**config.mk**
```make
export PLATFORM = sky130hd
export DESIGN_NAME = decode_issue_top
export DESIGN_NICKNAME = d
export VERILOG_FILES = /design/src/design/iq_pkg.sv /design/src/design/decode_issue_top.sv /design/src/design/issue_ctrl.sv /design/src/design/instruction_queue.sv /design/src/design/instr_decoder.sv
export VERILOG_INCLUDE_DIRS = /design/src /design/src/design
export SDC_FILE = /design/constraint.sdc
export NUM_CORES = 1
export LEC_CHECK = 0
export ABC_AREA = 1
export BUFFER_PORTS_ARGS = -buffer_cell sky130_fd_sc_hd__buf_2
export CAP_MARGIN = 20
export CELL_PAD_IN_SITES_DETAIL_PLACEMENT = 0
export CELL_PAD_IN_SITES_GLOBAL_PLACEMENT = 2
export CORE_MARGIN = 2
export CORE_UTILIZATION = 47
export DETAILED_ROUTE_END_ITERATION = 10
export PLACE_DENSITY_LB_ADDON = 0.3
export SETUP_SLACK_MARGIN = 0.5
export SYNTH_ARGS = -nofsm -noshare
export SYNTH_HDL_FRONTEND = slang
export SYNTH_SLANG_ARGS = --single-unit
```
**constraint.sdc**
```tcl
create_clock -name clk_i -period 5.9 [get_ports clk_i]
set_input_delay 0.295 -clock clk_i [delete_from_list [all_inputs] [get_ports clk_i]]
set_output_delay 0.295 -clock clk_i [all_outputs]
set_load 0.005 [all_outputs]
```
**src/design/iq_params.svh**
```systemverilog
/*
 * Decode and issue parameters
 * Queue depth, multiply occupancy and RV32 encoding fields
 */
`ifndef IQ_PARAMS_SVH
`define IQ_PARAMS_SVH

// Queue sizing
`define IQ_NUM_ENTRIES 8            // Decoded records held between decode and issue

// Execute timing
`define MUL_LATENCY    3            // Cycles a multiply keeps the execute unit busy

// RV32I major opcodes
`define OPC_OP_IMM     7'b0010011   // ADDI and friends
`define OPC_OP         7'b0110011   // Register-register ALU, also RV32M
`define OPC_LUI        7'b0110111

// Function fields used by the supported subset
`define F3_ADD_SUB     3'b000       // Shared by ADDI, ADD, SUB and MUL
`define F7_BASE        7'b0000000   // ADD
`define F7_SUB         7'b0100000
`define F7_MULDIV      7'b0000001   // RV32M group
`endif
```
**src/design/iq_pkg.sv**
```systemverilog
/*
 * Decode and issue types
 * Operation and state encodings plus the records passed from
 * the decoder through the instruction queue to issue
 */
`default_nettype none

package iq_pkg;

    // Operations understood by the decoder
    typedef enum logic [2:0] {
        OP_ADDI    = 3'd0,
        OP_ADD     = 3'd1,
        OP_SUB     = 3'd2,
        OP_LUI     = 3'd3,
        OP_MUL     = 3'd4,
        OP_ILLEGAL = 3'd5   // Anything outside the subset
    } op_e;

    // Issue controller states
    typedef enum logic {
        ISSUE_IDLE     = 1'b0,  // Free to pop the queue head
        ISSUE_MUL_BUSY = 1'b1   // Multiply still occupying execute
    } issue_state_e;

    // Decoded instruction fields
    typedef struct packed {
        logic        valid;     // Record carries an instruction
        op_e         op;
        logic [4:0]  rd;        // Destination register
        logic [4:0]  rs1;       // First source, zero when unused
        logic [4:0]  rs2;       // Second source, zero when unused
        logic [31:0] imm;       // Already extended
    } instr_t;

    // Record from decode towards issue
    typedef struct packed {
        instr_t instr;
        logic   illegal;        // Word outside the supported subset
    } id_ir_stage_t;

endpackage

`default_nettype wire

```
**src/design/decode_issue_top.sv**
```systemverilog
/*
 * Decode and issue front end
 * Fetch words go through the decoder into the instruction queue,
 * the issue controller drains it towards execute
 */
`timescale 1ns/1ns
`default_nettype none

module decode_issue_top (
    input  logic                 clk_i,
    input  logic                 rstn_i,
    input  logic                 flush_i,
    input  logic                 fetch_valid_i,
    input  logic [31:0]          fetch_word_i,
    input  logic                 exe_stall_i,
    output logic                 fetch_ready_o,  // Low while the queue is full
    output iq_pkg::id_ir_stage_t issued_o
);

    iq_pkg::id_ir_stage_t decoded;    // Decoder register to queue
    iq_pkg::id_ir_stage_t iq_head;    // Queue head to issue
    logic                 iq_full;
    logic                 iq_empty;
    logic                 read_head;

    instr_decoder u_decoder (
        .clk_i         (clk_i),
        .rstn_i        (rstn_i),
        .flush_i       (flush_i),
        .fetch_valid_i (fetch_valid_i),
        .fetch_word_i  (fetch_word_i),
        .decoded_o     (decoded)
    );

    instruction_queue u_queue (
        .clk_i         (clk_i),
        .rstn_i        (rstn_i),
        .instruction_i (decoded),
        .flush_i       (flush_i),
        .read_head_i   (read_head),
        .instruction_o (iq_head),
        .full_o        (iq_full),
        .empty_o       (iq_empty)
    );

    issue_ctrl u_issue (
        .clk_i       (clk_i),
        .rstn_i      (rstn_i),
        .flush_i     (flush_i),
        .exe_stall_i (exe_stall_i),
        .head_i      (iq_head),
        .empty_i     (iq_empty),
        .read_head_o (read_head),
        .issued_o    (issued_o)
    );

    assign fetch_ready_o = ~iq_full;   // Also low in reset

endmodule

`default_nettype wire

```
**src/design/issue_ctrl.sv**
```systemverilog
/*
 * Issue controller
 * Pops the queue head into a registered issue slot and holds
 * further issue while a multi-cycle multiply occupies execute
 */
`timescale 1ns/1ns
`default_nettype none

`include "iq_params.svh"

module issue_ctrl (
    input  logic                 clk_i,
    input  logic                 rstn_i,
    input  logic                 flush_i,      // Abort hold and suppress issue
    input  logic                 exe_stall_i,  // Execute side cannot accept
    input  iq_pkg::id_ir_stage_t head_i,       // Current queue head
    input  logic                 empty_i,
    output logic                 read_head_o,  // One-cycle pop request
    output iq_pkg::id_ir_stage_t issued_o      // Valid pulses once per issue
);

    localparam int unsigned CNT_W = $clog2(`MUL_LATENCY);
    // Busy cycles after the multiply issues, counted down to zero
    localparam logic [CNT_W-1:0] MUL_HOLD = CNT_W'(`MUL_LATENCY - 2);

    iq_pkg::issue_state_e state;
    logic [CNT_W-1:0]     mul_cnt;   // Remaining busy cycles minus one

    logic issue_go;
    logic head_is_mul;

    // Issue only from idle with something queued and execute free
    assign issue_go    = (state == iq_pkg::ISSUE_IDLE) & ~empty_i & ~exe_stall_i & ~flush_i;
    assign head_is_mul = (head_i.instr.op == iq_pkg::OP_MUL);
    assign read_head_o = issue_go;

    // Multiply hold state machine
    always_ff @(posedge clk_i or negedge rstn_i) begin
        if (!rstn_i) begin
            state   <= iq_pkg::ISSUE_IDLE;
            mul_cnt <= '0;
        end else if (flush_i) begin
            state   <= iq_pkg::ISSUE_IDLE;
            mul_cnt <= '0;
        end else begin
            case (state)
                iq_pkg::ISSUE_IDLE: begin
                    if (issue_go && head_is_mul) begin
                        state   <= iq_pkg::ISSUE_MUL_BUSY;   // Execute taken by the multiply
                        mul_cnt <= MUL_HOLD;
                    end
                end
                iq_pkg::ISSUE_MUL_BUSY: begin
                    if (mul_cnt == '0) begin
                        state <= iq_pkg::ISSUE_IDLE;        // Issue allowed again next cycle
                    end else begin
                        mul_cnt <= mul_cnt - CNT_W'(1);
                    end
                end
                default: begin
                    state   <= iq_pkg::ISSUE_IDLE;
                    mul_cnt <= '0;
                end
            endcase
        end
    end

    // Issue slot, valid only in the cycle after a pop
    always_ff @(posedge clk_i or negedge rstn_i) begin
        if (!rstn_i) begin
            issued_o <= '0;
        end else if (issue_go) begin
            issued_o <= head_i;
        end else begin
            issued_o <= '0;   // Bubble
        end
    end

endmodule

`default_nettype wire

```
**src/design/instruction_queue.sv**
```systemverilog
/*
 * Instruction queue
 * Circular buffer of decoded records between decode and issue,
 * with head and tail pointers, an occupancy count and a flush
 */
`timescale 1ns/1ns
`default_nettype none

`include "iq_params.svh"

module instruction_queue (
    input  logic                 clk_i,
    input  logic                 rstn_i,
    input  iq_pkg::id_ir_stage_t instruction_i,  // Written when its valid bit is set
    input  logic                 flush_i,        // Empty the queue
    input  logic                 read_head_i,    // Pop the head entry
    output iq_pkg::id_ir_stage_t instruction_o,  // Head entry, zero when empty
    output logic                 full_o,
    output logic                 empty_o
);

    localparam int unsigned PTR_W = $clog2(`IQ_NUM_ENTRIES);
    localparam logic [PTR_W:0]   DEPTH    = (PTR_W + 1)'(`IQ_NUM_ENTRIES);
    localparam logic [PTR_W-1:0] LAST_PTR = PTR_W'(`IQ_NUM_ENTRIES - 1);

    logic [PTR_W-1:0] head;   // Oldest entry
    logic [PTR_W-1:0] tail;   // Next free slot
    logic [PTR_W:0]   count;  // One bit wider so a full queue fits

    logic write_en;
    logic read_en;

    iq_pkg::id_ir_stage_t buffer [0:`IQ_NUM_ENTRIES-1];

    // Pointer advance with wrap at the last slot
    function automatic logic [PTR_W-1:0] next_ptr(input logic [PTR_W-1:0] ptr);
        if (ptr == LAST_PTR) begin
            return '0;
        end
        return ptr + PTR_W'(1);
    endfunction

    assign write_en = instruction_i.instr.valid & (count < DEPTH);  // Overflow drops the word
    assign read_en  = read_head_i & (count != '0);

    // Storage, payload only
    always_ff @(posedge clk_i) begin
        if (write_en) begin
            buffer[tail] <= instruction_i;
        end
    end

    // Pointers and occupancy
    always_ff @(posedge clk_i or negedge rstn_i) begin
        if (!rstn_i) begin
            head  <= '0;
            tail  <= '0;
            count <= '0;
        end else if (flush_i) begin
            head  <= '0;   // Pending entries are discarded
            tail  <= '0;
            count <= '0;
        end else begin
            if (read_en) begin
                head <= next_ptr(head);
            end
            if (write_en) begin
                tail <= next_ptr(tail);
            end
            // Simultaneous read and write leaves the count unchanged
            count <= count + (PTR_W + 1)'(write_en) - (PTR_W + 1)'(read_en);
        end
    end

    assign empty_o       = (count == '0);
    assign full_o        = (count == DEPTH) | ~rstn_i;      // Blocks fetch during reset
    assign instruction_o = empty_o ? '0 : buffer[head];

endmodule

`default_nettype wire

```
**src/design/instr_decoder.sv**
```systemverilog
/*
 * Instruction decoder
 * Registered decode of a raw RV32 fetch word into an issue record
 * Supports ADDI, ADD, SUB, LUI and MUL, anything else flagged illegal
 */
`timescale 1ns/1ns
`default_nettype none

`include "iq_params.svh"

module instr_decoder (
    input  logic                 clk_i,
    input  logic                 rstn_i,
    input  logic                 flush_i,        // Drop the registered record
    input  logic                 fetch_valid_i,  // Strobe for fetch_word_i
    input  logic [31:0]          fetch_word_i,
    output iq_pkg::id_ir_stage_t decoded_o
);

    // Instruction word fields
    logic [6:0]  opcode;
    logic [2:0]  funct3;
    logic [6:0]  funct7;
    logic [4:0]  rd_f;
    logic [4:0]  rs1_f;
    logic [4:0]  rs2_f;
    logic [31:0] imm_i;   // I-type, sign extended
    logic [31:0] imm_u;   // U-type, low 12 bits zero

    iq_pkg::id_ir_stage_t dec_next;

    assign opcode = fetch_word_i[6:0];
    assign rd_f   = fetch_word_i[11:7];
    assign funct3 = fetch_word_i[14:12];
    assign rs1_f  = fetch_word_i[19:15];
    assign rs2_f  = fetch_word_i[24:20];
    assign funct7 = fetch_word_i[31:25];

    assign imm_i = {{20{fetch_word_i[31]}}, fetch_word_i[31:20]};
    assign imm_u = {fetch_word_i[31:12], 12'h000};

    // Start from an illegal record, legal branches fill in the fields
    always_comb begin
        dec_next             = '0;
        dec_next.instr.valid = 1'b1;
        dec_next.instr.op    = iq_pkg::OP_ILLEGAL;
        dec_next.illegal     = 1'b1;

        case (opcode)
            `OPC_OP_IMM: begin
                if (funct3 == `F3_ADD_SUB) begin   // Only ADDI from the immediate group
                    dec_next.instr.op  = iq_pkg::OP_ADDI;
                    dec_next.instr.rd  = rd_f;
                    dec_next.instr.rs1 = rs1_f;
                    dec_next.instr.imm = imm_i;
                    dec_next.illegal   = 1'b0;
                end
            end
            `OPC_OP: begin
                if (funct3 == `F3_ADD_SUB &&
                    (funct7 == `F7_BASE || funct7 == `F7_SUB || funct7 == `F7_MULDIV)) begin
                    dec_next.instr.rd  = rd_f;
                    dec_next.instr.rs1 = rs1_f;
                    dec_next.instr.rs2 = rs2_f;
                    dec_next.illegal   = 1'b0;
                    case (funct7)
                        `F7_SUB:    dec_next.instr.op = iq_pkg::OP_SUB;
                        `F7_MULDIV: dec_next.instr.op = iq_pkg::OP_MUL;
                        default:    dec_next.instr.op = iq_pkg::OP_ADD;
                    endcase
                end
            end
            `OPC_LUI: begin
                dec_next.instr.op  = iq_pkg::OP_LUI;
                dec_next.instr.rd  = rd_f;
                dec_next.instr.imm = imm_u;
                dec_next.illegal   = 1'b0;
            end
            default: begin
                // Stays illegal with zero fields
            end
        endcase
    end

    // Output register, one cycle of decode latency
    always_ff @(posedge clk_i or negedge rstn_i) begin
        if (!rstn_i) begin
            decoded_o <= '0;
        end else if (flush_i || !fetch_valid_i) begin
            decoded_o <= '0;          // No instruction this cycle
        end else begin
            decoded_o <= dec_next;
        end
    end

endmodule

`default_nettype wire

```
==> run summary, run 1 <==
Status: completed
Post-synth top area share: 61.9%
Dpl ws: 2.70 ns
Layout cells sized above 1: 13.4%
Reg2reg setup slack: 2.68 ns
Post-Syn Instances: 1537
Critical Path RT: 6.38 ns
Fin crit period: 3.22 ns
Layout area overhead: 13.8%
Post-synthesis area per instance: 13.1 um2
Post-synth top cells: edfxtp_1, nor2_1, o21ai_0
Slew headroom: 26.4%
Starting Density: 47.9%
CTS tree: done
CP Launch Type: flop
Worst Setup SP: u_queue.head[1]
DRT iter0 DRCs: 885
Worst IR Drop VDD: 0.234 mV
RSZ-0062 raised after global routing: no
Setup repair bufs after CTS: 0
Post-Layout Cell Count: 2207
Drt first pass iters: 5
Clock Latency Late Sink: 0.60 ns
Most common cell in the netlist: edfxtp_1
# Max-Cap Violations: 0
Net Count, Synth: 1586
DRC violations left: 0
Post-Place Cells: 2094
Worst r2r src: u_queue.head[1]
Worst path top cell family by delay: buffers and inverters
IO Pins: 90
Die Footprint: 0.0446 mm2
EDFF count, synth: 416
Worst Slack Setup Final: 2.68 ns
CTS resizes: 0
Clk_skew: 0.0185 ns
Utilization after layout: 54.5%
Slew @ Worst Pin: 1.10 ns
# hold bufs at CTS: 11
Die width: 211 um
Clock transition at the registers of the reported paths: 0.06 ns
Row count: 75
Cts bufs inserted: 54
Worst Hold Path Cells: 3
Hold Fails Final Rpt: 0
Critical path, cell by cell: inv_2 > buf_4 > nand3_1 > nand3_1 > nand2_2 > nor2_4 > nand3_2 > nand4_1 > nand2_1
Yosys top cell by area: edfxtp_1
Static leakage: 8.96 nW
Ranking of synthesized cells by area: edfxtp_1, dfrtp_1, nor2_1
Wirelength, routed: 48.5 mm
Crit. End Element: flop
Initial antenna violation count: 1
Gr busiest metal: met2
Global-route met2 utilization: 37.0%
Final TNS setup: 0 ns
CP Max Fanout: 58
Worst path most repeated cell: nand3_1
Worst Path Arrival: 3.70 ns
Worst setup path class: reg2reg
Core Area: 0.0421 mm2
Vias in the first global route: 11900
DP HPWL: 25.2 mm
GR Util met1: 30.9%
Ys async rst share: 22.0%
HP Class: in2reg
PwrDens: 425 mW/mm2
Total grt overflow: 0
Routed WL per cell: 22.0 um
#FFs+latches synth: 533
Fin crit share: 54.6%
Routed vias: 12200
Clock root cell: clkbuf_16
Met3 usage: 3.30%
Worst reg2reg path depth: 9
Global-route wire length before repair: 73.0 mm
Post-Syn Area: 0.0202 mm2
Final Max Tran Viols: 0
CTS Buffer Depth: 3
Synth unique cells: 34
Reg2reg end: u_issue.mul_cnt[0]
# setup viols final: 0
Hold Path End: u_decoder.decoded_o[29]
Synth Flop Type: edfxtp_1
Antenna cells: 0
Final #Nets: 1672
Port bufs: 89
Largest net degree at the start of global routing: 146
Max incr delay on CP: 0.87 ns
H-Tree Level Count: 2
Vias per cell: 5.51
Cell area after layout: 0.0230 mm2
Sink Count: 533
Fmax: 0.311 GHz
Hold_sp: fetch_word_i[28]
Global Route Usage Sum: 22.3%
DP Area: 0.0211 mm2
Sequential fraction of the synthesis area: 76.4%
Final GP Congestion: 0.778
YS warnings: 0
WP buf/inv: 2
Critical-path top delay cell: inv_2
Post-DRT Antenna Nets: 0
Chip Height: 211 um
-- logic make-up (layout without fill, tap and decap cells) --
group | after synthesis | after routing | share of synthesized area (%)
flops | 533 | 533 | 76.4
compound gates | 380 | 380 | 10.2
simple gates | 453 | 453 | 9.00
fa+ha+maj | 12 | 12 | 0.781
buf+inv | 159 | 290 | 3.58
-- flip-flops by register name, summed over array words and instances, names as in the netlist --
register / flops
u_queue.buffer: 416
u_decoder.decoded_o: 52
u_issue.issued_o: 52
u_queue.count: 4
u_queue.head: 3
u_queue.tail: 3
u_issue.mul_cnt: 2
u_issue.state: 1
-- stage by stage --
stage / power (mW) / hold slack [ns]
final: 9.76 / 0.0213
after global routing: 10.3 / 0.0234
after CTS: 9.81 / 0.00399
after detailed placement: 6.45 / 0.373
after global placement: 6.43 / 0.364
after floorplan: 5.91 / -0.000591
-- worst register-to-register path, stage by stage (launching register included) --
cell     delay [ns]
dfrtp_2        0.73
inv_2          0.88
buf_4          0.75
nand3_1        0.16
nand3_1        0.11
nand2_2        0.08
nor2_4         0.13
nand3_2        0.10
nand4_1        0.10
nand2_1        0.05
-- final cells by class --
type | instances | area (um2)
Clock buffer | 73 | 1490
Fill cell | 3488 | 19200
Tap cell | 539 | 674
Inverter | 70 | 270
Clock inverter | 28 | 270
Multi-Input combinational cell | 845 | 4100
Sequential cell | 533 | 15400
Timing Repair Buffer | 119 | 724
-- where the power goes --
group	internal [mW]	total [mW]	switching (mW)
clock	1.99	3.37	1.39
combinational	0.684	2.08	1.40
sequential	4.20	4.31	0.104
-- how the worst max path moves through the flow --
stage	cells after the start	slack [ns]	to
global placement	10	2.67	u_issue.mul_cnt[0]
detailed placement	10	2.70	u_issue.mul_cnt[0]
floorplan	4	2.54	u_queue.buffer[0][0]
finish	9	2.68	u_issue.mul_cnt[0]
CTS	10	2.68	u_issue.mul_cnt[0]
global route	10	2.43	u_issue.mul_cnt[0]
-- metal layers --
metal,vias up,part of all wire [%],wire (um)
met5,-,0,0
met4,0,1.8,884
met3,61,4.9,2360
met2,290,49,23700
met1,6147,44,21600
li1,5669,-,-
-- placed cells by master (no fill, tap or decap), types with 4 or more instances in the layout --
master and n:
dlygate4sd3_1 11, nor2_1 331, o22ai_1 98, dfrtp_1 114
nor2_4 9, nand3_1 24, nand2_1 61, clkbuf_1 12
clkbuf_16 54, nor3_1 9, o21ai_1 104, nand4_1 5
clkinv_1 11, buf_4 18, o31ai_1 6, ha_1 11
buf_2 88, edfxtp_1 416, inv_2 8, nor2_2 4
bufinv_16 5, o21ai_0 158, nand2_2 4, clkinv_2 9
clkbuf_8 7, a21oi_1 8, inv_1 61
Note: power is estimated with default switching activity, not from simulation.
==> inputs of run 2 (changes only) <==
--- a/config.mk
+++ b/config.mk
@@ -6,13 +6,13 @@
 export SDC_FILE = /design/constraint.sdc
 export NUM_CORES = 1
 export LEC_CHECK = 0
-export ABC_AREA = 1
+export ABC_AREA = 0
 export BUFFER_PORTS_ARGS = -buffer_cell sky130_fd_sc_hd__buf_2
 export CAP_MARGIN = 20
 export CELL_PAD_IN_SITES_DETAIL_PLACEMENT = 0
 export CELL_PAD_IN_SITES_GLOBAL_PLACEMENT = 2
 export CORE_MARGIN = 2
-export CORE_UTILIZATION = 47
+export CORE_UTILIZATION = 48
 export DETAILED_ROUTE_END_ITERATION = 10
 export PLACE_DENSITY_LB_ADDON = 0.3
 export SETUP_SLACK_MARGIN = 0.5
==> constraint.sdc (replaced) <==
create_clock -name clk_i -period 3.2 [get_ports clk_i]
set_input_delay 0.16 -clock clk_i [delete_from_list [all_inputs] [get_ports clk_i]]
set_output_delay 0.16 -clock clk_i [all_outputs]
set_load 0.005 [all_outputs]
==> run 2 against run 1 <==
Effect of this change:
- clock skew fell by 0.0021 ns
- largest power group unchanged
- clock-buffer cell count shrank 2
- sequential share of layout area fell by 0.062 points
- final cell count decreased by 24%
- combinational power hardly changed
- synthesized area down 2.4%
- critical path type unchanged
- non-clock buffer count is 23 higher
- cell area is 0.13% higher
- clock power is 71% higher
- critical endpoint is now u_queue.count[3]
- first-iteration DRC count shrank 39%
- synthesized cell count decreased by 38%
==> run summary, run 2 <==
YS warnings: 0 (unchanged)
Chip Height: 207 um (-2.2%)
DRC violations left: 0 (unchanged)
RSZ-0062 raised after global routing: no
Max reg flops: 416 (unchanged)
Worst path top cell family by delay: compound AO/OA/AOI/OAI gates
Layout cells sized above 1: 27.5% (+14 points)
Max incr delay on CP: 0.42 ns (-0.45 ns)
Largest net degree at the start of global routing: 73 (-50%)
Routed vias: 9064 (-26%)
WP buf/inv: 3 (+1)
# setup viols final: 0 (unchanged)
Setup repair bufs after CTS: 0 (unchanged)
Status: completed
Most common cell after layout, fill and taps aside: edfxtp_1
Post-synth top area share: 63.4% (+1.5 points)
Port bufs: 89 (unchanged)
Slew headroom: 53.3% (+27 points)
Sequential fraction of the synthesis area: 78.3% (+1.9 points)
CP Launch Type: flop
Commonest non-fill, non-tap cells in the layout: edfxtp_1, dfrtp_1, mux4_2
Total power: 15.7 mW (+60%)
Ys async rst share: 22.0% (unchanged)
CTS Buffer Depth: 3 (unchanged)
Cts bufs inserted: 52 (-3.7%)
IO Pins: 90 (unchanged)
Final Max Tran Viols: 0 (unchanged)
Clk_skew: 0.0163 ns (-0.00214 ns)
Global-route wire length before repair: 58.7 mm (-20%)
Top reg by flops: u_queue.buffer
Most common cell in the netlist: edfxtp_1
Post-synth top cells: edfxtp_1, dfrtp_1, mux4_2
Post-Syn Instances: 953 (-38%)
Fin crit share: 72.5% (+18 points)
Worst setup path class: reg2reg
# Max-Cap Violations: 0 (unchanged)
Reg2reg end: u_queue.count[3]
PwrDens: 682 mW/mm2 (+60%)
CP Max Fanout: 5 (-91%)
Hold Fails Final Rpt: 0 (unchanged)
Worst reg2reg path depth: 11 (+2)
Fmax: 0.431 GHz (+39%)
Sink Count: 533 (unchanged)
H-Tree Level Count: 2 (unchanged)
Worst Slack Setup Final: 0.881 ns (-1.80 ns)
Post-synthesis area per instance: 20.7 um2 (+57%)
Clock root cell: clkbuf_16
Synth Flop Type: edfxtp_1
DP HPWL: 21.7 mm (-14%)
Vias in the first global route: 9515 (-20%)
Net Count, Synth: 1002 (-37%)
Core Area: 0.0406 mm2 (-3.5%)
Worst r2r src: u_queue.count[2]
Initial antenna violation count: 0 (-1)
#FFs+latches synth: 533 (unchanged)
Top flop regs: u_queue.buffer: 416 flops, u_decoder.decoded_o: 52 flops, u_issue.issued_o: 52 flops
Drt first pass iters: 5 (unchanged)
Fin Hold WS: 0.0895 ns (+0.0683 ns)
Final TNS setup: 0 ns (unchanged)
DRT iter0 DRCs: 539 (-39%)
Worst IR Drop VDD: 0.388 mV (+66%)
Static leakage: 8.28 nW (-7.6%)
Yosys top cell by area: edfxtp_1
Crit. End Element: flop
Routed WL per cell: 23.2 um (+5.5%)
Row count: 74 (-1.3%)
Slew @ Worst Pin: 0.699 ns (-0.403 ns)
Critical Path RT: 3.66 ns (-2.72 ns)
Post-DRT Antenna Nets: 0 (unchanged)
Final #Nets: 1157 (-31%)
Dpl ws: 0.879 ns (-1.82 ns)
Fin crit period: 2.32 ns (-0.900 ns)
Clock Latency Late Sink: 0.59 ns (about the same)
Ranking of synthesized cells by area: edfxtp_1, dfrtp_1, mux4_2
Worst Path Arrival: 2.78 ns (-0.92 ns)
Starting Density: 48.5% (+0.57 points)
Die Footprint: 0.0427 mm2 (-4.3%)
HP Class: in2async
Synth unique cells: 44 (+29%)
CTS tree: done
Antenna cells: 0 (unchanged)
Clock transition at the registers of the reported paths: 0.06 ns (about the same)
Vias per cell: 5.39 (-2.3%)
Die width: 207 um (-2.2%)
Reg2reg setup slack: 0.88 ns (-1.80 ns)
Total grt overflow: 0 (unchanged)
Post-Syn Area: 0.0197 mm2 (-2.4%)
Layout area overhead: 16.7%
Critical-path top delay cell: a2111o_2
Critical path, cell by cell: inv_1 > ha_1 > a2111o_2 > inv_1 > ha_1 > inv_1 > ha_1 > a21o_1 > a21oi_1 > xnor2_1 > nor2_1
Final GP Congestion: 0.704 (-9.5%)
Global Route Usage Sum: 19.1% (-3.2 points)
EDFF count, synth: 416 (unchanged)
Wirelength, routed: 39.0 mm (-20%)
-- run 2: changes by cell type after synthesis, moves of 23 or more --
cell / delta
o22ai_1: -98
o21ai_1: -101
o21ai_0: -156
mux4_2: +104
mux2i_1: +52
nand3_1: -23
nor2_1: -263
clkbuf_1: -25
inv_1: -50
-- run 2: worst reg2reg max path, cell delays in order (launching register included) --
cell and delay [ns]:
dfrtp_1 0.32, inv_1 0.07, ha_1 0.21, a2111o_2 0.42, inv_1 0.15, ha_1 0.17, inv_1 0.06, ha_1 0.27
a21o_1 0.16, a21oi_1 0.18, xnor2_1 0.14, nor2_1 0.05
-- run 2: how the worst max path moves through the flow --
| stage | from | to | slack, ns | depth (start not counted) |
|---|---|---|---|---|
| floorplan | u_decoder.decoded_o[51] | u_queue.buffer[4][0] | -0.17 | 4 |
| global placement | fetch_word_i[2] | u_decoder.decoded_o[21] | 0.87 | 6 |
| detailed placement | fetch_word_i[2] | u_decoder.decoded_o[23] | 0.88 | 6 |
| CTS | u_queue.count[2] | u_queue.count[3] | 0.86 | 11 |
| global route | fetch_word_i[2] | u_decoder.decoded_o[24] | 0.70 | 7 |
| finish | u_queue.count[2] | u_queue.count[3] | 0.88 | 11 |
-- run 2: through the flow --
step / cell area, um2 / util, % / instances
2_1_floorplan: 19700 / - / 953
3_3_place_gp: 21100 / 51.8 / 1555
3_5_place_dp: 21100 / 51.8 / 1555
4_1_cts: 23000 / 56.6 / 1682
5_1_grt: 23000 / 56.6 / 1682
6_report: 23000 / 56.6 / 1682
-- run 2: cell families after synthesis --
| kind of cell | after synthesis | synth area share (%) |
|---|---|---|
| AO/OA/AOI/OAI | 24 | 0.921 |
| XOR/XNOR | 3 | 0.133 |
| adder cells (fa/ha/maj) | 12 | 0.800 |
| buffers and inverters | 53 | 1.16 |
| flip-flops | 533 | 78.3 |
| multiplexers | 156 | 14.5 |
| AND/OR/NAND/NOR | 172 | 4.18 |
-- run 2: final cells by class --
type / count / area (um2)
clock inverter: 25 / 155
inverter: 12 / 45.0
fill: 3014 / 17700
clock buffer: 71 / 1460
tap: 532 / 666
multi-input combinational: 367 / 4140
sequential: 533 / 15400
timing repair buffer: 142 / 1090
-- run 2: routing by layer --
| metal | global-route usage, % | vias to the layer above | wire (um) |
|---|---|---|---|
| met3 | 2.92 | 53 | 1530 |
| li1 | - | 4045 | - |
| met1 | 27.1 | 4766 | 17400 |
| met5 | 0 | - | 0 |
| met2 | 31.0 | 200 | 19200 |
| met4 | 5.99 | 0 | 809 |
-- run 2: timing repair --
| action | CTS | global route |
|---|---|---|
| hold endpoints to repair | 104 | 0 |
| gates resized for setup | 0 | 0 |
| hold buffers | 31 | 0 |
| setup endpoints to repair | 0 | 0 |
-- run 2: power by group --
| part | internal [mW] | leakage, nW | switching, mW |
|---|---|---|---|
| Sequential | 7.70 | 5.54 | 0.142 |
| Clock | 3.28 | 0.796 | 2.49 |
| Combinational | 1.02 | 1.95 | 1.04 |
| Total | 12.0 | 8.28 | 3.67 |
